<file path="src/common/mips_dbg_pkg.sv">
package mips_dbg_pkg;

	////////////////////////////////////////
	// widths
	////////////////////////////////////////

	// data and instruction word
	typedef logic [31:0] word_t;
	// one uart byte
	typedef logic [7:0] byte_t;
	// low three bits of rs, rt, rd
	typedef logic [2:0] reg_idx_t;
	// instruction memory address, 32 words
	typedef logic [4:0] imem_addr_t;
	// dump word select, 0 to 9
	typedef logic [3:0] dump_sel_t;
	// opcode and funct fields
	typedef logic [5:0] opcode_t;
	typedef logic [5:0] funct_t;

	////////////////////////////////////////
	// isa encodings
	////////////////////////////////////////

	localparam opcode_t OP_RTYPE = 6'd0;
	localparam opcode_t OP_BEQ   = 6'd4;
	localparam opcode_t OP_ADDI  = 6'd8;
	localparam opcode_t OP_HALT  = 6'd63;

	localparam funct_t FN_ADD = 6'd32;
	localparam funct_t FN_SUB = 6'd34;
	localparam funct_t FN_AND = 6'd36;
	localparam funct_t FN_OR  = 6'd37;

	// host command bytes, ascii L and R
	localparam byte_t CMD_LOAD = 8'h4c;
	localparam byte_t CMD_RUN  = 8'h52;

	// dump layout: r0..r7, then pc, then cycle count
	localparam int        DUMP_WORDS = 10;
	localparam dump_sel_t SEL_PC     = 4'd8;
	localparam dump_sel_t SEL_CYCLES = 4'd9;

	// debug unit fsm
	typedef enum logic [2:0] {
		IDLE,
		LOAD_COUNT,
		LOAD_BYTES,
		RUNNING,
		DUMP_SEND,
		DUMP_WAIT
	} dbg_state_t;

endpackage

</file>
<file path="src/common/uart_if.sv">
`timescale 1ns/1ns

// byte level link, uart halves <-> debug unit
interface uart_if import mips_dbg_pkg::*; ();

	// receive side, done is a one cycle pulse
	byte_t rx_data;
	logic  rx_done;

	// transmit side, start is a one cycle pulse
	byte_t tx_data;
	logic  tx_start;
	// pulses at end of stop bit
	logic  tx_done;

	modport rx (
		output rx_data,
		output rx_done
	);

	modport tx (
		input  tx_data,
		input  tx_start,
		output tx_done
	);

	modport dbg (
		input  rx_data,
		input  rx_done,
		input  tx_done,
		output tx_data,
		output tx_start
	);

endinterface

</file>
<file path="src/common/core_dbg_if.sv">
`timescale 1ns/1ns

// debug unit <-> core: program load, run control, dump readout
interface core_dbg_if import mips_dbg_pkg::*; ();

	// run control
	logic run;
	logic start;
	// level, high while core is stopped
	logic halted;

	// imem write port, one word per wr_en pulse
	logic       wr_en;
	imem_addr_t wr_addr;
	word_t      wr_data;

	// dump readout, combinational in the core
	dump_sel_t rd_sel;
	word_t     rd_word;

	modport dbg (
		output run,
		output start,
		output wr_en,
		output wr_addr,
		output wr_data,
		output rd_sel,
		input  halted,
		input  rd_word
	);

	modport core (
		input  run,
		input  start,
		input  wr_en,
		input  wr_addr,
		input  wr_data,
		input  rd_sel,
		output halted,
		output rd_word
	);

endinterface

</file>
<file path="src/uart/uart_rx.sv">
`timescale 1ns/1ns

module uart_rx import mips_dbg_pkg::*; #(
	parameter int CLKS_PER_BIT = 10416
) (
	input  logic clk,
	input  logic rst_n,
	input  logic rx_line,
	uart_if.rx   u
);

	localparam int CNT_W = $clog2(CLKS_PER_BIT);

	logic             rx_meta;
	logic             rx_sync;
	logic             rx_prev;
	logic             busy;
	logic [CNT_W-1:0] clk_cnt;
	// 0 start, 1..8 data, 9 stop
	logic [3:0]       bit_idx;
	logic             sample_tick;
	byte_t            shift_q;
	logic             done_q;

	////////////////////////////////////////
	// input sync and edge detect
	////////////////////////////////////////

	// idle line is high
	always_ff @(posedge clk or negedge rst_n) begin
		if (!rst_n) begin
			rx_meta <= 1'b1;
			rx_sync <= 1'b1;
			rx_prev <= 1'b1;
		end else begin
			rx_meta <= rx_line;
			rx_sync <= rx_meta;
			rx_prev <= rx_sync;
		end
	end

	// counter hit zero -> middle of a bit
	assign sample_tick = busy && (clk_cnt == '0);

	////////////////////////////////////////
	// bit timing
	////////////////////////////////////////

	always_ff @(posedge clk or negedge rst_n) begin
		if (!rst_n) begin
			busy    <= 1'b0;
			clk_cnt <= '0;
			bit_idx <= '0;
			done_q  <= 1'b0;
		end else begin
			done_q <= 1'b0;
			if (!busy) begin
				// falling edge, first sample half a bit later
				if (rx_prev && !rx_sync) begin
					busy    <= 1'b1;
					clk_cnt <= CNT_W'(CLKS_PER_BIT / 2 - 1);
					bit_idx <= '0;
				end
			end else if (clk_cnt != '0) begin
				clk_cnt <= clk_cnt - 1'b1;
			end else begin
				clk_cnt <= CNT_W'(CLKS_PER_BIT - 1);
				bit_idx <= bit_idx + 1'b1;
				if (bit_idx == 4'd0) begin
					// start bit gone high again, glitch
					if (rx_sync)
						busy <= 1'b0;
				end else if (bit_idx == 4'd9) begin
					busy <= 1'b0;
					// bad stop bit drops the frame
					done_q <= rx_sync;
				end
			end
		end
	end

	// data bits, lsb first
	always_ff @(posedge clk) begin
		if (sample_tick && (bit_idx >= 4'd1) && (bit_idx <= 4'd8))
			shift_q <= {rx_sync, shift_q[7:1]};
	end

	assign u.rx_data = shift_q;
	assign u.rx_done = done_q;

endmodule

</file>
<file path="src/uart/uart_tx.sv">
`timescale 1ns/1ns

module uart_tx #(
	parameter int CLKS_PER_BIT = 10416
) (
	input  logic clk,
	input  logic rst_n,
	output logic tx_line,
	uart_if.tx   u
);

	localparam int CNT_W = $clog2(CLKS_PER_BIT);

	logic             busy;
	logic [CNT_W-1:0] clk_cnt;
	logic [3:0]       bit_idx;
	// stop, data, start; bit 0 is on the line
	logic [9:0]       frame_q;
	logic             done_q;

	////////////////////////////////////////
	// frame shifter
	////////////////////////////////////////

	always_ff @(posedge clk or negedge rst_n) begin
		if (!rst_n) begin
			busy    <= 1'b0;
			clk_cnt <= '0;
			bit_idx <= '0;
			// all ones keeps the line idle high
			frame_q <= '1;
			done_q  <= 1'b0;
		end else begin
			done_q <= 1'b0;
			if (!busy) begin
				// start strobe ignored while busy
				if (u.tx_start) begin
					busy    <= 1'b1;
					frame_q <= {1'b1, u.tx_data, 1'b0};
					clk_cnt <= CNT_W'(CLKS_PER_BIT - 1);
					bit_idx <= '0;
				end
			end else if (clk_cnt != '0) begin
				clk_cnt <= clk_cnt - 1'b1;
			end else begin
				// next bit, fill with idle level
				frame_q <= {1'b1, frame_q[9:1]};
				clk_cnt <= CNT_W'(CLKS_PER_BIT - 1);
				if (bit_idx == 4'd9) begin
					// end of stop bit
					busy   <= 1'b0;
					done_q <= 1'b1;
				end else begin
					bit_idx <= bit_idx + 1'b1;
				end
			end
		end
	end

	assign tx_line   = frame_q[0];
	assign u.tx_done = done_q;

endmodule

</file>
<file path="src/mips/mips_core.sv">
`timescale 1ns/1ns

module mips_core import mips_dbg_pkg::*; #(
	parameter int IMEM_DEPTH = 32
) (
	input  logic     clk,
	input  logic     rst_n,
	core_dbg_if.core d
);

	// program storage
	word_t      imem [IMEM_DEPTH];
	// r1..r7, r0 reads as zero
	word_t      regs [1:7];

	imem_addr_t pc;
	word_t      cycles;
	logic       halted_q;
	logic       exec;

	// decode fields
	word_t      instr;
	opcode_t    opcode;
	funct_t     funct;
	reg_idx_t   rs;
	reg_idx_t   rt;
	reg_idx_t   rd;
	word_t      imm_sext;
	word_t      rs_val;
	word_t      rt_val;

	// execute results
	logic       rf_we;
	reg_idx_t   rf_waddr;
	word_t      rf_wdata;
	logic       do_halt;
	imem_addr_t pc_next;
	word_t      dump_word;

	function automatic word_t rf_read(input reg_idx_t idx);
		word_t val;
		val = '0;
		if (idx != '0)
			val = regs[idx];
		return val;
	endfunction

	////////////////////////////////////////
	// fetch and decode
	////////////////////////////////////////

	assign exec     = d.run && !halted_q;
	assign instr    = imem[pc];
	assign opcode   = instr[31:26];
	assign funct    = instr[5:0];
	// only low three bits of each register field
	assign rs       = instr[23:21];
	assign rt       = instr[18:16];
	assign rd       = instr[13:11];
	assign imm_sext = {{16{instr[15]}}, instr[15:0]};
	assign rs_val   = rf_read(rs);
	assign rt_val   = rf_read(rt);

	// alu, branch and halt
	always_comb begin
		rf_we    = 1'b0;
		rf_waddr = rd;
		rf_wdata = '0;
		do_halt  = 1'b0;
		pc_next  = pc + 1'b1;
		case (opcode)
			OP_RTYPE: begin
				rf_we = 1'b1;
				case (funct)
					FN_ADD: rf_wdata = rs_val + rt_val;
					FN_SUB: rf_wdata = rs_val - rt_val;
					FN_AND: rf_wdata = rs_val & rt_val;
					FN_OR:  rf_wdata = rs_val | rt_val;
					// unknown funct, no write
					default: rf_we = 1'b0;
				endcase
			end
			OP_ADDI: begin
				rf_we    = 1'b1;
				rf_waddr = rt;
				rf_wdata = rs_val + imm_sext;
			end
			OP_BEQ: begin
				// target pc + 1 + offset, wraps in imem
				if (rs_val == rt_val)
					pc_next = imem_addr_t'(word_t'(pc) + 32'd1 + imm_sext);
			end
			OP_HALT: do_halt = 1'b1;
			default: ;
		endcase
	end

	////////////////////////////////////////
	// state
	////////////////////////////////////////

	// loader write port
	always_ff @(posedge clk) begin
		if (d.wr_en)
			imem[d.wr_addr] <= d.wr_data;
	end

	// halted out of reset, start clears it
	always_ff @(posedge clk or negedge rst_n) begin
		if (!rst_n) begin
			pc       <= '0;
			cycles   <= '0;
			halted_q <= 1'b1;
		end else if (d.start) begin
			pc       <= '0;
			cycles   <= '0;
			halted_q <= 1'b0;
		end else if (exec) begin
			// halt counts as a cycle, pc stays on it
			cycles <= cycles + 1'b1;
			if (do_halt)
				halted_q <= 1'b1;
			else
				pc <= pc_next;
		end
	end

	// register file, survives between runs
	always_ff @(posedge clk or negedge rst_n) begin
		if (!rst_n) begin
			for (int i = 1; i < 8; i++)
				regs[i] <= '0;
		end else if (exec && rf_we && (rf_waddr != '0)) begin
			regs[rf_waddr] <= rf_wdata;
		end
	end

	// dump mux
	always_comb begin
		if (d.rd_sel < SEL_PC)
			dump_word = rf_read(reg_idx_t'(d.rd_sel));
		else if (d.rd_sel == SEL_PC)
			dump_word = word_t'(pc);
		else if (d.rd_sel == SEL_CYCLES)
			dump_word = cycles;
		else
			dump_word = '0;
	end

	assign d.halted  = halted_q;
	assign d.rd_word = dump_word;

endmodule

</file>
<file path="src/debug/debug_unit.sv">
`timescale 1ns/1ns

module debug_unit import mips_dbg_pkg::*; #(
	parameter int IMEM_DEPTH = 32
) (
	input  logic    clk,
	input  logic    rst_n,
	uart_if.dbg     u,
	core_dbg_if.dbg d
);

	// word count 0..IMEM_DEPTH
	localparam int CNT_W = $clog2(IMEM_DEPTH + 1);

	dbg_state_t       state;
	logic [CNT_W-1:0] words_left;
	logic [CNT_W-1:0] count_clip;
	// byte within word, load and dump
	logic [1:0]       byte_idx;
	logic             last_byte;
	imem_addr_t       word_addr;
	word_t            word_buf;
	logic             run_q;
	logic             start_q;
	dump_sel_t        sel_q;
	logic             tx_start_q;
	byte_t            tx_data_q;

	// clip count byte to imem size
	always_comb begin
		if (u.rx_data > byte_t'(IMEM_DEPTH))
			count_clip = CNT_W'(IMEM_DEPTH);
		else
			count_clip = CNT_W'(u.rx_data);
	end

	assign last_byte = (byte_idx == 2'd3);

	// 4th byte completes the word, write in the same cycle
	assign d.wr_en   = (state == LOAD_BYTES) && u.rx_done && last_byte;
	assign d.wr_addr = word_addr;
	assign d.wr_data = {u.rx_data, word_buf[31:8]};

	////////////////////////////////////////
	// command fsm
	////////////////////////////////////////

	always_ff @(posedge clk or negedge rst_n) begin
		if (!rst_n) begin
			state      <= IDLE;
			words_left <= '0;
			byte_idx   <= '0;
			word_addr  <= '0;
			run_q      <= 1'b0;
			start_q    <= 1'b0;
			sel_q      <= '0;
			tx_start_q <= 1'b0;
		end else begin
			start_q    <= 1'b0;
			tx_start_q <= 1'b0;
			case (state)
				IDLE: begin
					// only place commands are decoded
					if (u.rx_done) begin
						if (u.rx_data == CMD_LOAD) begin
							state <= LOAD_COUNT;
						end else if (u.rx_data == CMD_RUN) begin
							start_q <= 1'b1;
							state   <= RUNNING;
						end
					end
				end
				LOAD_COUNT: begin
					if (u.rx_done) begin
						byte_idx  <= '0;
						word_addr <= '0;
						words_left <= count_clip;
						if (count_clip == '0)
							state <= IDLE;
						else
							state <= LOAD_BYTES;
					end
				end
				LOAD_BYTES: begin
					if (u.rx_done) begin
						byte_idx <= byte_idx + 1'b1;
						if (last_byte) begin
							word_addr  <= word_addr + 1'b1;
							words_left <= words_left - 1'b1;
							if (words_left == CNT_W'(1))
								state <= IDLE;
						end
					end
				end
				RUNNING: begin
					// run rises the cycle after start
					if (start_q) begin
						run_q <= 1'b1;
					end else if (run_q && d.halted) begin
						run_q    <= 1'b0;
						sel_q    <= '0;
						byte_idx <= '0;
						state    <= DUMP_SEND;
					end
				end
				DUMP_SEND: begin
					tx_start_q <= 1'b1;
					state      <= DUMP_WAIT;
				end
				DUMP_WAIT: begin
					// next byte only after tx_done
					if (u.tx_done) begin
						byte_idx <= byte_idx + 1'b1;
						if (!last_byte) begin
							state <= DUMP_SEND;
						end else if (sel_q == dump_sel_t'(DUMP_WORDS - 1)) begin
							state <= IDLE;
						end else begin
							sel_q <= sel_q + 1'b1;
							state <= DUMP_SEND;
						end
					end
				end
				default: state <= IDLE;
			endcase
		end
	end

	// load assembly and dump byte pick, lsb first
	always_ff @(posedge clk) begin
		if ((state == LOAD_BYTES) && u.rx_done)
			word_buf <= {u.rx_data, word_buf[31:8]};
		if (state == DUMP_SEND)
			tx_data_q <= d.rd_word[{byte_idx, 3'b000} +: 8];
	end

	assign d.run      = run_q;
	assign d.start    = start_q;
	assign d.rd_sel   = sel_q;
	assign u.tx_start = tx_start_q;
	assign u.tx_data  = tx_data_q;

endmodule

</file>
<file path="src/verilog/mips_dbg_top.sv">
`timescale 1ns/1ns

module mips_dbg_top #(
	// 100 MHz, 9600 baud
	parameter int CLKS_PER_BIT = 10416,
	parameter int IMEM_DEPTH   = 32
) (
	input  logic clk100mhz,
	input  logic rst_n,
	input  logic rx_line,
	output logic tx_line
);

	// uart <-> debug unit
	uart_if     uart_bus ();
	// debug unit <-> core
	core_dbg_if core_bus ();

	////////////////////////////////////////
	// host link
	////////////////////////////////////////

	uart_rx #(
		.CLKS_PER_BIT(CLKS_PER_BIT)
	) u_uart_rx (
		.clk    (clk100mhz),
		.rst_n  (rst_n),
		.rx_line(rx_line),
		.u      (uart_bus.rx)
	);

	uart_tx #(
		.CLKS_PER_BIT(CLKS_PER_BIT)
	) u_uart_tx (
		.clk    (clk100mhz),
		.rst_n  (rst_n),
		.tx_line(tx_line),
		.u      (uart_bus.tx)
	);

	////////////////////////////////////////
	// debug unit and core
	////////////////////////////////////////

	// core is stopped by run, no clock gating
	debug_unit #(
		.IMEM_DEPTH(IMEM_DEPTH)
	) u_debug_unit (
		.clk  (clk100mhz),
		.rst_n(rst_n),
		.u    (uart_bus.dbg),
		.d    (core_bus.dbg)
	);

	mips_core #(
		.IMEM_DEPTH(IMEM_DEPTH)
	) u_mips_core (
		.clk  (clk100mhz),
		.rst_n(rst_n),
		.d    (core_bus.core)
	);

endmodule

</file>
<file path="config.mk">
export PLATFORM = sky130hd
export DESIGN_NAME = mips_dbg_top
export DESIGN_NICKNAME = d
export VERILOG_FILES = /design/src/common/mips_dbg_pkg.sv /design/src/common/uart_if.sv /design/src/common/core_dbg_if.sv /design/src/uart/uart_rx.sv /design/src/uart/uart_tx.sv /design/src/mips/mips_core.sv /design/src/debug/debug_unit.sv /design/src/verilog/mips_dbg_top.sv
export SDC_FILE = /design/constraint.sdc
export NUM_CORES = 2
export LEC_CHECK = 0
export BUFFER_PORTS_ARGS = -buffer_cell sky130_fd_sc_hd__clkbuf_2
export CORE_UTILIZATION = 60
export CTS_BUF_LIST = sky130_fd_sc_hd__clkbuf_8
export CTS_CLUSTER_SIZE = 24
export DETAILED_ROUTE_END_ITERATION = 7
export GPL_TIMING_DRIVEN = 0
export PLACE_DENSITY = 0.79
export SYNTH_ARGS = -nofsm -noshare
export SYNTH_HDL_FRONTEND = slang
export SYNTH_SLANG_ARGS = --single-unit
</file>
<file path="constraint.sdc">
create_clock -name clk100mhz -period 6.6 [get_ports clk100mhz]
set_input_delay 0.66 -clock clk100mhz [delete_from_list [all_inputs] [get_ports clk100mhz]]
set_output_delay 0.66 -clock clk100mhz [all_outputs]
set_load 0.03 [all_outputs]
</file>
==> metrics.md <==
| Metric | Value |
|---|---|
| Dpl cell area | `0.0664 mm2` |
| Commonest non-fill, non-tap cell in the layout | `edfxtp_1` |
| Synth Area in Compound Gates | `8.74%` |
| Crit. End Element | `flop` |
| Top cell type by total area after synthesis | `edfxtp_1` |
| Final core area utilization | `70.5%` |
| GR Util All Layers | `between 30% and 40%` |
| CTS tree | `done` |
| Fin area | `0.0735 mm2` |
| Combinational family with the most area after synthesis | `multiplexers` |
| Worst VDD drop | `286 uV` |
| Root Buffer | `clkbuf_8` |
| Worst rel slew slack | `-0.120%` |
| CP startpoint kind | `flop` |
| Worst reg2reg setup slack | `-0.16 ns` |
| Reg2reg end | `u_mips_core.pc[4]` |
| Post-synthesis mux area share | `between 10% and 20%` |
| Violated checks | `DRC, capacitance limit, slew limit, setup timing` |
| Critical Path RT | `7.35 ns` |
| Max Fclk | `approximately 0.15 GHz` |
| Outcome | `finished, violations left` |
| Multi-input gate area in the final layout | `0.0265 mm2` |
| Critical-path top delay cell | `nor3_1` |
| Count of pins over their slew limit | `38` |
| Register Area | `0.0366 mm2` |
| Core area | `about 0.10 mm2` |
| First-iteration detailed-routing DRC count | `6,957` |
| Synth top area share | `44.3%` |
| DIE AREA | `0.107 mm2` |
| Final hold vios | `0` |
| Via count | `around 46,000` |
| Worst skew pair latency | `0.94 ns` |
| IO Count | `4` |
| First-pass GRT wire length | `298 mm` |
| Number of synthesized register bits | `~1,300` |
| Distinct cells, synth | `103` |
| CTS Buffer Depth | `3` |
| P&R area growth vs syn | `15.8%` |
| Max Cap Viol | `1` |
| Commonest non-fill, non-tap cells in the layout | `edfxtp_1 (936), nand2_1 (377), dfrtp_1 (323)` |
| # rows | `118` |
| Post-Synth Adder-Cell Area | `3.04%` |
| Hold WS | `0.292 ns` |
| Initial Utilization | `between 60% and 70%` |
| RSZ-0062 raised after global routing | `true` |
| Tmin final | `6.76 ns` |
| DRC violations left | `3` |
| Static Leak | `26.8 nW` |
| Largest net degree at the start of global routing | `about 110` |
| Post-synthesis area per instance | `13.6 um2` |
| Pre-CTS WS | `-3.41 ns` |
| Total grt overflow | `0` |
| # setup viols final | `59` |
| Depth of the CTS H-tree | `4` |
| Synth Warn # | `0` |
| Critical R2R Launch | `u_mips_core.pc[0]` |
| Fill count | `6,781` |
| Power per cell area | `208 mW/mm2` |
| Vias in the first global route | `44,104` |
| Clk_skew | `0.0705 ns` |
| Initial antenna violation count | `4` |
| Setup TNS Final | `-2.46 ns` |
| Fin crit share | `102%` |
| Top cell family by delay on the critical path | `buffers and inverters` |
| HP Class | `in2async` |
| Critical path type | `reg2reg` |
| Post-Synth Simple-Gate Area | `7.91%` |
| Top cells by area, synth | `edfxtp_1 (44%), dfrtp_1 (13%), mux4_2 (8.3%)` |
| Mapped Area | `0.0635 mm2` |
| CTS buffer count | `197` |
| Final WL | `211 mm` |
| Asr flop ratio synth | `26.5%` |
| Via-to-Cell Ratio | `~7` |
| Number of flops mapped to enable cells by yosys | `936` |
| Clock sinks | `1,273` |
| Antenna viol nets, final | `0` |
| Post-route setup slack | `-0.159 ns` |
| Register area share after synthesis | `57.6%` |
| Dpl hpwl | `139 mm` |
| Port bufs | `3` |
| Die height | `327 um` |
| Max incr delay on CP | `0.43 ns` |
| DIE WIDTH | `327 um` |
| Top FF cell, synth | `edfxtp_1` |
| Worst EP arrival | `7.51 ns` |
| Clock Pin Slew Worst Setup and Hold Paths | `about 0.070 ns` |
| Post-Synth XOR/XNOR Area | `between 1 and 1.5%` |
| Slew @ Worst Pin | `1.50 ns` |
| Routability congestion estimate | `1.13` |
| Nets@finish | `5,150` |
| Mapped Cells | `4,658` |
| R2r worst-path depth | `27` |
| Worst path bufs/invs | `12` |
| Layout cells sized above 1 | `26.8%` |
| WL per Instance | `32.3 um` |
| Total iterations of the first detailed-routing run | `8` |
| Critical-path maximum fanout | `10` |
| Net Count, Synth | `4,813` |
==> per-layer routing <==
metal	global-route usage, %	vias to the layer above	part of all wire (%)
li1	-	18570	-
met1	49.5	22616	34
met2	57.6	3777	44
met3	10.8	1032	14
met4	27.0	4	8.3
met5	0	-	0.011
==> final cells by class <==
cell class	count	area share, %
sequential	1273	49.8
multi-input combinational	2949	36.1
clock buffer	211	3.95
buffer	263	2.97
timing repair buffer	155	2.73
tap	1380	2.35
clock inverter	153	1.28
inverter	156	0.807
antenna	2	0.00681
==> logic make-up (layout without fill, tap and decap cells) <==
| logic type | Yosys count | in the layout |
|---|---|---|
| buf+inv | 436 | 938 |
| mux | 794 | 794 |
| fa+ha+maj | 152 | 152 |
| flops | 1273 | 1273 |
| simple gates | 1071 | 1071 |
| compound gates | 834 | 834 |
| xor+xnor | 98 | 98 |
| other cells | 0 | 2 |
==> worst max path at each step <==
stage                      startpoint                     to  slack (ns)  cells after the start
floorplan           u_mips_core.pc[0]  u_mips_core.regs[124]        0.01                     29
global placement    u_mips_core.pc[1]   u_mips_core.regs[82]       -3.84                     25
detailed placement  u_mips_core.pc[2]   u_mips_core.regs[82]       -3.41                     23
CTS                 u_mips_core.pc[0]   u_mips_core.regs[31]       0.005                     28
global route        u_mips_core.pc[0]  u_mips_core.regs[119]       -0.19                     28
finish              u_mips_core.pc[0]      u_mips_core.pc[4]       -0.16                     27
==> what timing repair did <==
action	in CTS	in global routing
hold buffers	2	0
endpoints found under the hold margin	53	0
resized for setup	429	247
pin swaps	24	45
endpoints found under the setup margin	229	187
setup buffers	33	70
gates cloned	0	5
==> sequential cells by signal, indices dropped and copies added, names as in the netlist, 8 cells and up <==
name and count:
u_uart_tx.frame_q 9, u_mips_core.cycles 32, u_debug_unit.word_buf 24, u_mips_core.regs 224, u_uart_rx.u.rx_data 8, u_mips_core.imem 896
u_uart_tx.clk_cnt 14, u_uart_rx.clk_cnt 14, u_debug_unit.u.tx_data 8
==> through the flow <==
step	total power, W	instances
2_1_floorplan	0.00884	4658
4_1_cts	0.0153	6470
5_1_grt	0.0156	6542
3_5_place_dp	0.00892	6084
6_report	0.0153	6542
3_3_place_gp	0.00890	6041
==> power breakdown <==
group          switching (W)  leakage (nW)  internal [W]  total [W]
Sequential         0.0000442          13.0       0.00855    0.00859
Combinational       0.000104          11.6     0.0000613   0.000165
Clock                0.00327          2.21       0.00327    0.00653
==> cells in the mapped netlist, types with 13 or more instances <==
cell,instances
a211oi_1,70
a21o_1,32
a21oi_1,176
a221oi_1,23
a22oi_1,84
a311o_1,31
a31oi_1,41
and2_1,47
and3_1,20
buf_1,36
buf_2,39
buf_4,16
buf_6,25
clkbuf_1,162
dfrtp_1,324
dfstp_2,13
edfxtp_1,936
ha_1,148
inv_1,151
mux2_1,17
mux2_2,244
mux2_4,28
mux2i_1,256
mux4_1,13
mux4_2,235
nand2_1,394
nand2b_1,26
nand3_1,75
nand4_1,25
nor2_1,292
nor2b_1,28
nor3_1,46
nor3b_1,13
nor4_1,20
o211ai_1,15
o21ai_0,173
o21bai_1,19
o22ai_1,28
o31ai_1,22
or3_1,23
xnor2_1,52
xor2_1,46
Note: power is estimated with default switching activity, not from simulation.
